--- config.mk ---
export PLATFORM = sky130hd
export DESIGN_NAME = valu
export DESIGN_NICKNAME = d
export VERILOG_FILES = /design/src/common/rvv_pkg.sv /design/src/common/valu_pkg.sv /design/src/rtl/valu.sv /design/src/rtl/valu_result_queue.sv /design/src/rtl/valu_issue.sv /design/src/rtl/valu_insn_queue.sv /design/src/simd_alu/simd_alu.sv
export SDC_FILE = /design/constraint.sdc
export NUM_CORES = 2
export LEC_CHECK = 0
export BUFFER_PORTS_ARGS = -buffer_cell sky130_fd_sc_hd__buf_2
export CORE_MARGIN = 10
export CORE_UTILIZATION = 42
export CTS_CLUSTER_DIAMETER = 30
export DETAILED_ROUTE_END_ITERATION = 6
export SETUP_SLACK_MARGIN = 0.3
export SLEW_MARGIN = 10
export SYNTH_ARGS = -nofsm -noshare
export SYNTH_HDL_FRONTEND = slang
export SYNTH_HIERARCHICAL = 1
export SYNTH_SLANG_ARGS = --single-unit
--- constraint.sdc ---
create_clock -name clk_i -period 20.2 [get_ports clk_i]
set_clock_uncertainty 0.15 [all_clocks]
set_input_delay 3.03 -clock clk_i [delete_from_list [all_inputs] [get_ports clk_i]]
set_output_delay 3.03 -clock clk_i [all_outputs]
set_load 0.03 [all_outputs]
--- src/common/rvv_pkg.sv ---
package rvv_pkg;

  // One datapath word holds a full 64-bit element or several narrower ones
  localparam int unsigned ElenWidth = 64;

  // Lane width in bits, indexed by the element-width encoding
  localparam int unsigned VewBits [4] = '{8, 16, 32, 64};

  typedef logic [ElenWidth-1:0] elen_t;

  // One write strobe per byte of the word
  typedef logic [ElenWidth/8-1:0] strb_t;

  // Standard element width encoding
  typedef enum logic [1:0] {
    EW8  = 2'd0,
    EW16 = 2'd1,
    EW32 = 2'd2,
    EW64 = 2'd3
  } vew_e;

  // Integer ALU opcodes
  typedef enum logic [3:0] {
    VAND,
    VOR,
    VXOR,
    VADD,
    VSUB,
    VRSUB,
    VMIN,
    VMINU,
    VMAX,
    VMAXU
  } alu_op_e;

endpackage
--- src/common/valu_pkg.sv ---
package valu_pkg;

  // Instruction ids handed out by the sequencer
  localparam int unsigned NrVInsn = 8;
  typedef logic [$clog2(NrVInsn)-1:0] vid_t;

  // Register file geometry seen by this lane
  localparam int unsigned VRegWords = 4;
  localparam int unsigned NrVRegs   = 32;
  typedef logic [$clog2(NrVRegs)-1:0] vreg_t;
  typedef logic [$clog2(NrVRegs*VRegWords)-1:0] vaddr_t;

  // Element count, 1 up to a full register of bytes (32)
  typedef logic [$clog2(VRegWords*rvv_pkg::ElenWidth/8):0] vlen_t;

  // Queue sizes, both powers of two so pointers wrap on their own
  localparam int unsigned InsnQueueDepth   = 4;
  localparam int unsigned ResultQueueDepth = 2;
  localparam int unsigned InsnPtrWidth     = $clog2(InsnQueueDepth);
  localparam int unsigned ResultPtrWidth   = $clog2(ResultQueueDepth);

  // Operation as delivered by the sequencer
  typedef struct packed {
    vid_t              id;
    rvv_pkg::alu_op_e  op;
    rvv_pkg::vew_e     vsew;
    vlen_t             vl;
    vreg_t             vd;
    logic              use_vs1;
    logic              use_vs2;
    logic              use_scalar_op;
    rvv_pkg::elen_t    scalar_op;
  } valu_op_t;

  // Register file write payload
  typedef struct packed {
    vid_t              id;
    vaddr_t            addr;
    rvv_pkg::elen_t    wdata;
    rvv_pkg::strb_t    be;
  } valu_result_t;

  // Elements packed into one datapath word: 8, 4, 2 or 1
  function automatic vlen_t elems_per_word(rvv_pkg::vew_e vsew);
    return vlen_t'(rvv_pkg::ElenWidth / 8) >> vsew;
  endfunction

endpackage

--- src/rtl/valu.sv ---
`timescale 1ns/100ps

module valu (
  input  logic                           clk_i,
  input  logic                           rst_ni,
  // Sequencer side
  input  valu_pkg::valu_op_t             op_i,
  input  logic                           op_valid_i,
  output logic                           ready_o,
  // Operand queues, index 0 is vs1 and index 1 is vs2
  input  rvv_pkg::elen_t [1:0]           operand_i,
  input  logic [1:0]                     operand_valid_i,
  output logic [1:0]                     operand_ready_o,
  // Register file write port
  output logic                           result_req_o,
  output valu_pkg::valu_result_t         result_o,
  input  logic                           result_gnt_i,
  // One pulse per finished instruction
  output logic [valu_pkg::NrVInsn-1:0]   done_o
);
  import valu_pkg::*;
  import rvv_pkg::*;

  // Queue to issue stage
  valu_op_t     issue_op;
  logic         issue_valid;
  vlen_t        issue_remaining;
  logic         issue_word_done;
  vlen_t        issue_elems;

  // Issue stage to result queue
  logic         push;
  valu_result_t push_data;
  logic         rq_full;
  logic         commit;

  // Datapath
  elen_t        alu_a;
  elen_t        alu_b;
  alu_op_e      alu_op;
  vew_e         alu_vsew;
  elen_t        alu_res;

  valu_insn_queue i_insn_queue (
    .clk_i             (clk_i),
    .rst_ni            (rst_ni),
    .op_i              (op_i),
    .op_valid_i        (op_valid_i),
    .ready_o           (ready_o),
    .issue_op_o        (issue_op),
    .issue_valid_o     (issue_valid),
    .issue_remaining_o (issue_remaining),
    .issue_word_done_i (issue_word_done),
    .issue_elems_i     (issue_elems),
    .commit_i          (commit),
    .done_o            (done_o)
  );

  valu_issue i_issue (
    .issue_op_i        (issue_op),
    .issue_valid_i     (issue_valid),
    .issue_remaining_i (issue_remaining),
    .issue_word_done_o (issue_word_done),
    .issue_elems_o     (issue_elems),
    .operand_i         (operand_i),
    .operand_valid_i   (operand_valid_i),
    .operand_ready_o   (operand_ready_o),
    .rq_full_i         (rq_full),
    .push_o            (push),
    .push_data_o       (push_data),
    .alu_a_o           (alu_a),
    .alu_b_o           (alu_b),
    .alu_op_o          (alu_op),
    .alu_vsew_o        (alu_vsew),
    .alu_res_i         (alu_res)
  );

  simd_alu i_simd_alu (
    .operand_a_i (alu_a),
    .operand_b_i (alu_b),
    .op_i        (alu_op),
    .vew_i       (alu_vsew),
    .result_o    (alu_res)
  );

  valu_result_queue i_result_queue (
    .clk_i        (clk_i),
    .rst_ni       (rst_ni),
    .push_i       (push),
    .push_data_i  (push_data),
    .full_o       (rq_full),
    .result_req_o (result_req_o),
    .result_o     (result_o),
    .result_gnt_i (result_gnt_i),
    .commit_o     (commit)
  );

endmodule

--- src/rtl/valu_result_queue.sv ---
`timescale 1ns/100ps

module valu_result_queue (
  input  logic                     clk_i,
  input  logic                     rst_ni,
  input  logic                     push_i,
  input  valu_pkg::valu_result_t   push_data_i,
  output logic                     full_o,
  output logic                     result_req_o,
  output valu_pkg::valu_result_t   result_o,
  input  logic                     result_gnt_i,
  output logic                     commit_o
);
  import valu_pkg::*;

  valu_result_t              mem_q [ResultQueueDepth];
  logic [ResultPtrWidth-1:0] wr_pnt_q;
  logic [ResultPtrWidth-1:0] rd_pnt_q;
  logic [ResultPtrWidth:0]   cnt_q;
  logic                      pop;

  assign full_o       = (cnt_q == ResultQueueDepth);
  // Head entry is presented until it gets a grant
  assign result_req_o = (cnt_q != '0);
  assign result_o     = mem_q[rd_pnt_q];
  assign pop          = result_req_o && result_gnt_i;
  assign commit_o     = pop;

  always_ff @(posedge clk_i) begin
    if (push_i) begin
      mem_q[wr_pnt_q] <= push_data_i;
    end
  end

  always_ff @(posedge clk_i or negedge rst_ni) begin
    if (!rst_ni) begin
      wr_pnt_q <= '0;
      rd_pnt_q <= '0;
      cnt_q    <= '0;
    end else begin
      if (push_i) begin
        wr_pnt_q <= wr_pnt_q + 1'b1;
      end
      if (pop) begin
        rd_pnt_q <= rd_pnt_q + 1'b1;
      end
      // Simultaneous push and pop keep the count
      case ({push_i, pop})
        2'b10:   cnt_q <= cnt_q + 1'b1;
        2'b01:   cnt_q <= cnt_q - 1'b1;
        default: cnt_q <= cnt_q;
      endcase
    end
  end

endmodule

--- src/rtl/valu_issue.sv ---
`timescale 1ns/100ps

module valu_issue (
  input  valu_pkg::valu_op_t       issue_op_i,
  input  logic                     issue_valid_i,
  input  valu_pkg::vlen_t          issue_remaining_i,
  output logic                     issue_word_done_o,
  output valu_pkg::vlen_t          issue_elems_o,
  input  rvv_pkg::elen_t [1:0]     operand_i,
  input  logic [1:0]               operand_valid_i,
  output logic [1:0]               operand_ready_o,
  input  logic                     rq_full_i,
  output logic                     push_o,
  output valu_pkg::valu_result_t   push_data_o,
  output rvv_pkg::elen_t           alu_a_o,
  output rvv_pkg::elen_t           alu_b_o,
  output rvv_pkg::alu_op_e         alu_op_o,
  output rvv_pkg::vew_e            alu_vsew_o,
  input  rvv_pkg::elen_t           alu_res_i
);
  import valu_pkg::*;
  import rvv_pkg::*;

  elen_t      scalar_rep;
  logic       operands_ok;
  logic       fire;
  vlen_t      word_elems;
  vlen_t      done_elems;
  vlen_t      word_idx;
  logic [3:0] nbytes;
  strb_t      be;

  // Scalar low element copied into every lane
  always_comb begin
    case (issue_op_i.vsew)
      EW8:     scalar_rep = {8{issue_op_i.scalar_op[7:0]}};
      EW16:    scalar_rep = {4{issue_op_i.scalar_op[15:0]}};
      EW32:    scalar_rep = {2{issue_op_i.scalar_op[31:0]}};
      default: scalar_rep = issue_op_i.scalar_op;
    endcase
  end

  assign alu_a_o    = issue_op_i.use_scalar_op ? scalar_rep : operand_i[0];
  assign alu_b_o    = operand_i[1];
  assign alu_op_o   = issue_op_i.op;
  assign alu_vsew_o = issue_op_i.vsew;

  // Unused operand queues do not hold up issue
  assign operands_ok = (operand_valid_i[0] || !issue_op_i.use_vs1) &&
                       (operand_valid_i[1] || !issue_op_i.use_vs2);
  assign fire        = issue_valid_i && !rq_full_i && operands_ok;

  assign operand_ready_o   = fire ? {issue_op_i.use_vs2, issue_op_i.use_vs1} : 2'b00;
  assign push_o            = fire;
  assign issue_word_done_o = fire;

  // Tail word carries only what is left of vl
  assign word_elems    = elems_per_word(issue_op_i.vsew);
  assign issue_elems_o = (issue_remaining_i < word_elems) ? issue_remaining_i : word_elems;

  // Earlier words were all full, so this divides evenly
  assign done_elems = issue_op_i.vl - issue_remaining_i;
  assign word_idx   = done_elems >> (2'(EW64) - 2'(issue_op_i.vsew));

  // Bytes covered by the elements of this word
  assign nbytes = 4'(issue_elems_o) << issue_op_i.vsew;

  always_comb begin
    for (int b = 0; b < $bits(strb_t); b++) begin
      be[b] = (4'(b) < nbytes);
    end
  end

  always_comb begin
    push_data_o.id    = issue_op_i.id;
    push_data_o.addr  = vaddr_t'(issue_op_i.vd) * vaddr_t'(VRegWords) + vaddr_t'(word_idx);
    push_data_o.wdata = alu_res_i;
    push_data_o.be    = be;
  end

endmodule

--- src/rtl/valu_insn_queue.sv ---
`timescale 1ns/100ps

module valu_insn_queue (
  input  logic                           clk_i,
  input  logic                           rst_ni,
  input  valu_pkg::valu_op_t             op_i,
  input  logic                           op_valid_i,
  output logic                           ready_o,
  output valu_pkg::valu_op_t             issue_op_o,
  output logic                           issue_valid_o,
  output valu_pkg::vlen_t                issue_remaining_o,
  input  logic                           issue_word_done_i,
  input  valu_pkg::vlen_t                issue_elems_i,
  input  logic                           commit_i,
  output logic [valu_pkg::NrVInsn-1:0]   done_o
);
  import valu_pkg::*;

  // Stored operations, written at the accept pointer
  valu_op_t                insn_q [InsnQueueDepth];

  // One pointer per phase: accept, issue, commit
  logic [InsnPtrWidth-1:0] accept_pnt_d, accept_pnt_q;
  logic [InsnPtrWidth-1:0] issue_pnt_d, issue_pnt_q;
  logic [InsnPtrWidth-1:0] commit_pnt_d, commit_pnt_q;

  // Instructions still waiting to finish issue or commit
  logic [InsnPtrWidth:0]   issue_cnt_d, issue_cnt_q;
  logic [InsnPtrWidth:0]   commit_cnt_d, commit_cnt_q;

  // Remaining elements of the head instruction in each phase
  vlen_t                   issue_rem_d, issue_rem_q;
  vlen_t                   commit_rem_d, commit_rem_q;

  valu_op_t                commit_op;
  vlen_t                   commit_word_elems;
  logic                    accept;

  // Commit counter tracks everything in flight, so it decides fullness
  assign ready_o = (commit_cnt_q != InsnQueueDepth);
  assign accept  = op_valid_i && ready_o;

  assign issue_op_o        = insn_q[issue_pnt_q];
  assign issue_valid_o     = (issue_cnt_q != '0);
  assign issue_remaining_o = issue_rem_q;

  assign commit_op         = insn_q[commit_pnt_q];
  assign commit_word_elems = elems_per_word(commit_op.vsew);

  always_comb begin
    accept_pnt_d = accept_pnt_q;
    issue_pnt_d  = issue_pnt_q;
    commit_pnt_d = commit_pnt_q;
    issue_cnt_d  = issue_cnt_q;
    commit_cnt_d = commit_cnt_q;
    issue_rem_d  = issue_rem_q;
    commit_rem_d = commit_rem_q;
    done_o       = '0;

    // Issue phase, one word left the issue stage
    if (issue_word_done_i) begin
      issue_rem_d = issue_rem_q - issue_elems_i;
      if (issue_rem_d == '0) begin
        issue_cnt_d = issue_cnt_q - 1'b1;
        issue_pnt_d = issue_pnt_q + 1'b1;
        // Next pending instruction starts with its full vl
        if (issue_cnt_d != '0) begin
          issue_rem_d = insn_q[issue_pnt_d].vl;
        end
      end
    end

    // Commit phase, a granted word retires up to one word of elements
    if (commit_i) begin
      if (commit_rem_q <= commit_word_elems) begin
        commit_rem_d = '0;
      end else begin
        commit_rem_d = commit_rem_q - commit_word_elems;
      end
      if (commit_rem_d == '0) begin
        done_o[commit_op.id] = 1'b1;
        commit_cnt_d = commit_cnt_q - 1'b1;
        commit_pnt_d = commit_pnt_q + 1'b1;
        if (commit_cnt_d != '0) begin
          commit_rem_d = insn_q[commit_pnt_d].vl;
        end
      end
    end

    // Accept phase, load counters if the new op becomes the head
    if (accept) begin
      if (issue_cnt_d == '0) begin
        issue_rem_d = op_i.vl;
      end
      if (commit_cnt_d == '0) begin
        commit_rem_d = op_i.vl;
      end
      accept_pnt_d = accept_pnt_q + 1'b1;
      issue_cnt_d  = issue_cnt_d + 1'b1;
      commit_cnt_d = commit_cnt_d + 1'b1;
    end
  end

  // Operation storage
  always_ff @(posedge clk_i) begin
    if (accept) begin
      insn_q[accept_pnt_q] <= op_i;
    end
  end

  always_ff @(posedge clk_i or negedge rst_ni) begin
    if (!rst_ni) begin
      accept_pnt_q <= '0;
      issue_pnt_q  <= '0;
      commit_pnt_q <= '0;
      issue_cnt_q  <= '0;
      commit_cnt_q <= '0;
      issue_rem_q  <= '0;
      commit_rem_q <= '0;
    end else begin
      accept_pnt_q <= accept_pnt_d;
      issue_pnt_q  <= issue_pnt_d;
      commit_pnt_q <= commit_pnt_d;
      issue_cnt_q  <= issue_cnt_d;
      commit_cnt_q <= commit_cnt_d;
      issue_rem_q  <= issue_rem_d;
      commit_rem_q <= commit_rem_d;
    end
  end

endmodule

--- src/simd_alu/simd_alu.sv ---
`timescale 1ns/100ps

module simd_alu (
  input  rvv_pkg::elen_t   operand_a_i,
  input  rvv_pkg::elen_t   operand_b_i,
  input  rvv_pkg::alu_op_e op_i,
  input  rvv_pkg::vew_e    vew_i,
  output rvv_pkg::elen_t   result_o
);
  import rvv_pkg::*;

  // One full word of results per element width
  elen_t [3:0] width_res;
  logic        is_signed;

  // MINU and MAXU compare zero-extended lanes
  assign is_signed = op_i inside {VMIN, VMAX};

  // Same lane slice for every width, lanes never share a carry
  for (genvar w = 0; w < $size(VewBits); w++) begin : gen_width
    for (genvar l = 0; l < ElenWidth / VewBits[w]; l++) begin : gen_lane
      logic [VewBits[w]-1:0] a;
      logic [VewBits[w]-1:0] b;
      logic [VewBits[w]-1:0] r;
      logic                  a_lt_b;

      assign a = operand_a_i[l*VewBits[w] +: VewBits[w]];
      assign b = operand_b_i[l*VewBits[w] +: VewBits[w]];

      // Extra top bit is the sign only for signed compares
      assign a_lt_b = $signed({is_signed & a[VewBits[w]-1], a}) <
                      $signed({is_signed & b[VewBits[w]-1], b});

      always_comb begin
        case (op_i)
          VAND:        r = a & b;
          VOR:         r = a | b;
          VXOR:        r = a ^ b;
          VADD:        r = a + b;
          // vs2 minus vs1
          VSUB:        r = b - a;
          // Reverse form, scalar or vs1 minus vs2
          VRSUB:       r = a - b;
          VMIN, VMINU: r = a_lt_b ? a : b;
          VMAX, VMAXU: r = a_lt_b ? b : a;
          default:     r = '0;
        endcase
      end

      assign width_res[w][l*VewBits[w] +: VewBits[w]] = r;
    end
  end

  // Encoding of vew_i matches the width index
  assign result_o = width_res[vew_i];

endmodule

==> results.tsv <==
stage	metric	value	unit
outcome	status	complete, but fails checks	
outcome	failed_checks	DRC	
global_routing	grt.total_usage	32.7	%
drt	ant_nets	0	
clock_tree	clock_path_buffers	3	
drt	wl_per_cell	31.8	microns
synthesis	yosysWarnings	6	
cells_and_area	drive_gt1_share	16.4	%
drt	vias_per_cell	6.48	
clock_tree	clock_latency	760	ps
floorplanning	die-area	138000	sq um
sta	fin_tns_setup	0	ps
critical_path	cp.required	20410	ps
drt	dr.pass1.iters	7	
clock_tree	cts-root-buf	clkbuf_16	
clock_tree	cts.sinks	540	
synthesis	synth-main-ff-cell	edfxtp_1	
synthesis	netlist.top_cell.by_area	edfxtp_1	
clock_tree	numCtsBuffers	114	
floorplanning	rows	129	
global_routing	grt_first_pass_wirelength	332	mm
clock_tree	clk_pin_slew_worst_paths	50	ps
sta	final-setup-viol-count	0	
drt	vias	47888	
clock_tree	postCtsSetupRepairBufs	0	
place	post-place-cells	7150	
run	cap_violations	0	
floorplanning	initial_core_util	42.2	%
worst_hold_path	hp-class	reg -> reg	
cells_and_area	syn2layout_area_growth	12.3	%
synthesis	async_flop_share	5.19	%
sta	maxSlewHeadroom	5.81	%
sta	rsz0062_at_grt	no	
sta	maxSlewViolCount	0	
global_routing	gr-usage-met1	40.1	%
global_routing	grt_use_met3	8.39	%
clock_tree	hold_buffers	0	
clock_tree	cts_resized	0	
drt	wl	235	mm
place	dp_slack	9940	ps
sta	tightestPinTransition	1400	ps
sta	hold_viol_final	0	
critical_path	end_kind	register	
floorplanning	design.portCount	315	
synthesis	synth_area	52000	sq um
global_routing	grt_util_met2	49.6	%
critical_path	rrSetupSlack	10300	ps
drt	drc	3	
place	gp_congestion	1.09	
synthesis	yosysTopAreaCellShare	29.5	%
global_routing	first_global_vias	46041	
sta	fmax	101	MHz
floorplanning	core	123000	sq um
cells_and_area	fin_cells	7386	
critical_path	critPathKind	reg -> reg	
cells_and_area	nNetsFinal	6327	
synthesis	synth_area_per_cell	9.42	sq um
synthesis	ys_seq_area_share	30.9	%
floorplanning	die_y	372	microns
synthesis	yosys.cell_types.count	114	
global_routing	antenna_found_initial	48	
drt	drtIter0Drc	5804	
synthesis	post-synth-top-count-cell	edfxtp_1	
synthesis	syn_inst	5525	
floorplanning	die_x	372	microns
sta	min_period_over_period	49.0	%
sta	period_minus_slack	9900	ps
global_routing	gr-total-overflow	0	
clock_tree	cts_tree	yes	
synthesis	synth_edf_count	512	
sta	fin_ws	10300	ps
place	io_buffers	314	
synthesis	synth-seq-cells	540	
clock_tree	htree_levels	3	
synthesis	synth_commonest_cells	edfxtp_1, ha_1, a21oi_1	
global_routing	busiest_layer	met2	
global_routing	grt_max_degree	93	
critical_path	cp.arrival	10110	ps
critical_path	start_kind	register	
place	hpwl	180	mm
critical_path	crit_fanout	32	
synthesis	netlist_top_cells_area	edfxtp_1, ha_1, xnor2_1	
critical path: stages (launching register included):
cell and delay [ps]:
dfrtp_4 790, buf_4 640, mux4_4 940, buf_4 380, buf_4 330, mux2i_1 160, nand2_1 120, nand3_1 80
o21ai_1 350, buf_4 340, inv_1 130, ha_1 450, nor4_4 500, nand2_1 160, a21oi_1 220, o31ai_1 140
a211oi_1 540, o21ai_1 240, a211oi_1 370, or3_1 960, buf_4 390, a221oi_1 120, a21oi_1 950
layer usage:
layer	wire length (microns)	part of all wire [%]
met1	87700	37
met2	102000	44
met3	24700	11
met4	20100	8.6
met5	206	0.088
layout make-up:
cell class | instances | area [sq um]
fill | 11797 | 64900
multi-input combinational | 4204 | 32400
sequential | 540 | 16100
clock buffer | 131 | 2930
timing repair buffer | 439 | 2530
tap | 1637 | 2050
inverter | 330 | 1240
clock inverter | 82 | 1180
antenna | 23 | 57.6
placed cells by master (no fill, tap or decap), types with 123 or more instances in the layout:
| cell type | count |
|---|---|
| edfxtp_1 | 512 |
| ha_1 | 457 |
| a21oi_1 | 435 |
| nand2_1 | 397 |
| nor2_1 | 352 |
| xnor2_1 | 349 |
| inv_1 | 325 |
| buf_2 | 314 |
| o21ai_0 | 308 |
| a221oi_1 | 136 |
| nand3_1 | 123 |
| buf_4 | 123 |
path summary, 6_finish.rpt:
check	from	end	cells past startpoint
hold reg to reg	i_result_queue/cnt_q[1]	i_result_queue/cnt_q[1]	1
setup / recovery	i_insn_queue/issue_pnt_q[0]	i_result_queue/mem_q[0][45]	22
hold / removal	i_result_queue/cnt_q[1]	i_result_queue/cnt_q[1]	1
max in group asynchronous	rst_ni	i_insn_queue/issue_pnt_q[1]	1
setup reg to reg	i_insn_queue/issue_pnt_q[0]	i_result_queue/mem_q[0][45]	22
min in group asynchronous	rst_ni	i_insn_queue/commit_pnt_q[1]	1
stage by stage:
step           utilization, %  hold WS, ps  area (sq um)
6_report                 47.4          343         58400
5_1_grt                  47.4          356         58400
4_1_cts                  47.3          337         58400
3_5_place_dp             44.0          329         54300
3_3_place_gp             44.0          327         54300
2_1_floorplan               -          298         52000
sequential cells by signal, summed over array words and instances, names as in the netlist:
signal	flops
i_result_queue/wr_pnt_q	1
i_result_queue/mem_q	164
i_insn_queue/commit_pnt_q	2
i_result_queue/cnt_q	2
i_insn_queue/issue_pnt_q	2
i_insn_queue/commit_cnt_q	3
i_insn_queue/issue_cnt_q	3
i_insn_queue/issue_remaining_o	6
i_insn_queue/accept_pnt_q	2
i_insn_queue/insn_q	348
i_result_queue/rd_pnt_q	1
i_insn_queue/commit_rem_q	6
cells by family after synthesis:
group	after synthesis	synth area share [%]
adder cells (fa/ha/maj)	477	11.8
flip-flops	540	30.9
buffers and inverters	782	7.13
AND/OR/NAND/NOR	1329	12.3
XOR/XNOR	422	7.12
multiplexers	330	9.70
AO/OA/AOI/OAI	1644	21.1
other	1	0.00721
Power is left out: the tool's default activity adds up to more than one toggle a clock period on the data nets, which glitch-free logic cannot reach.
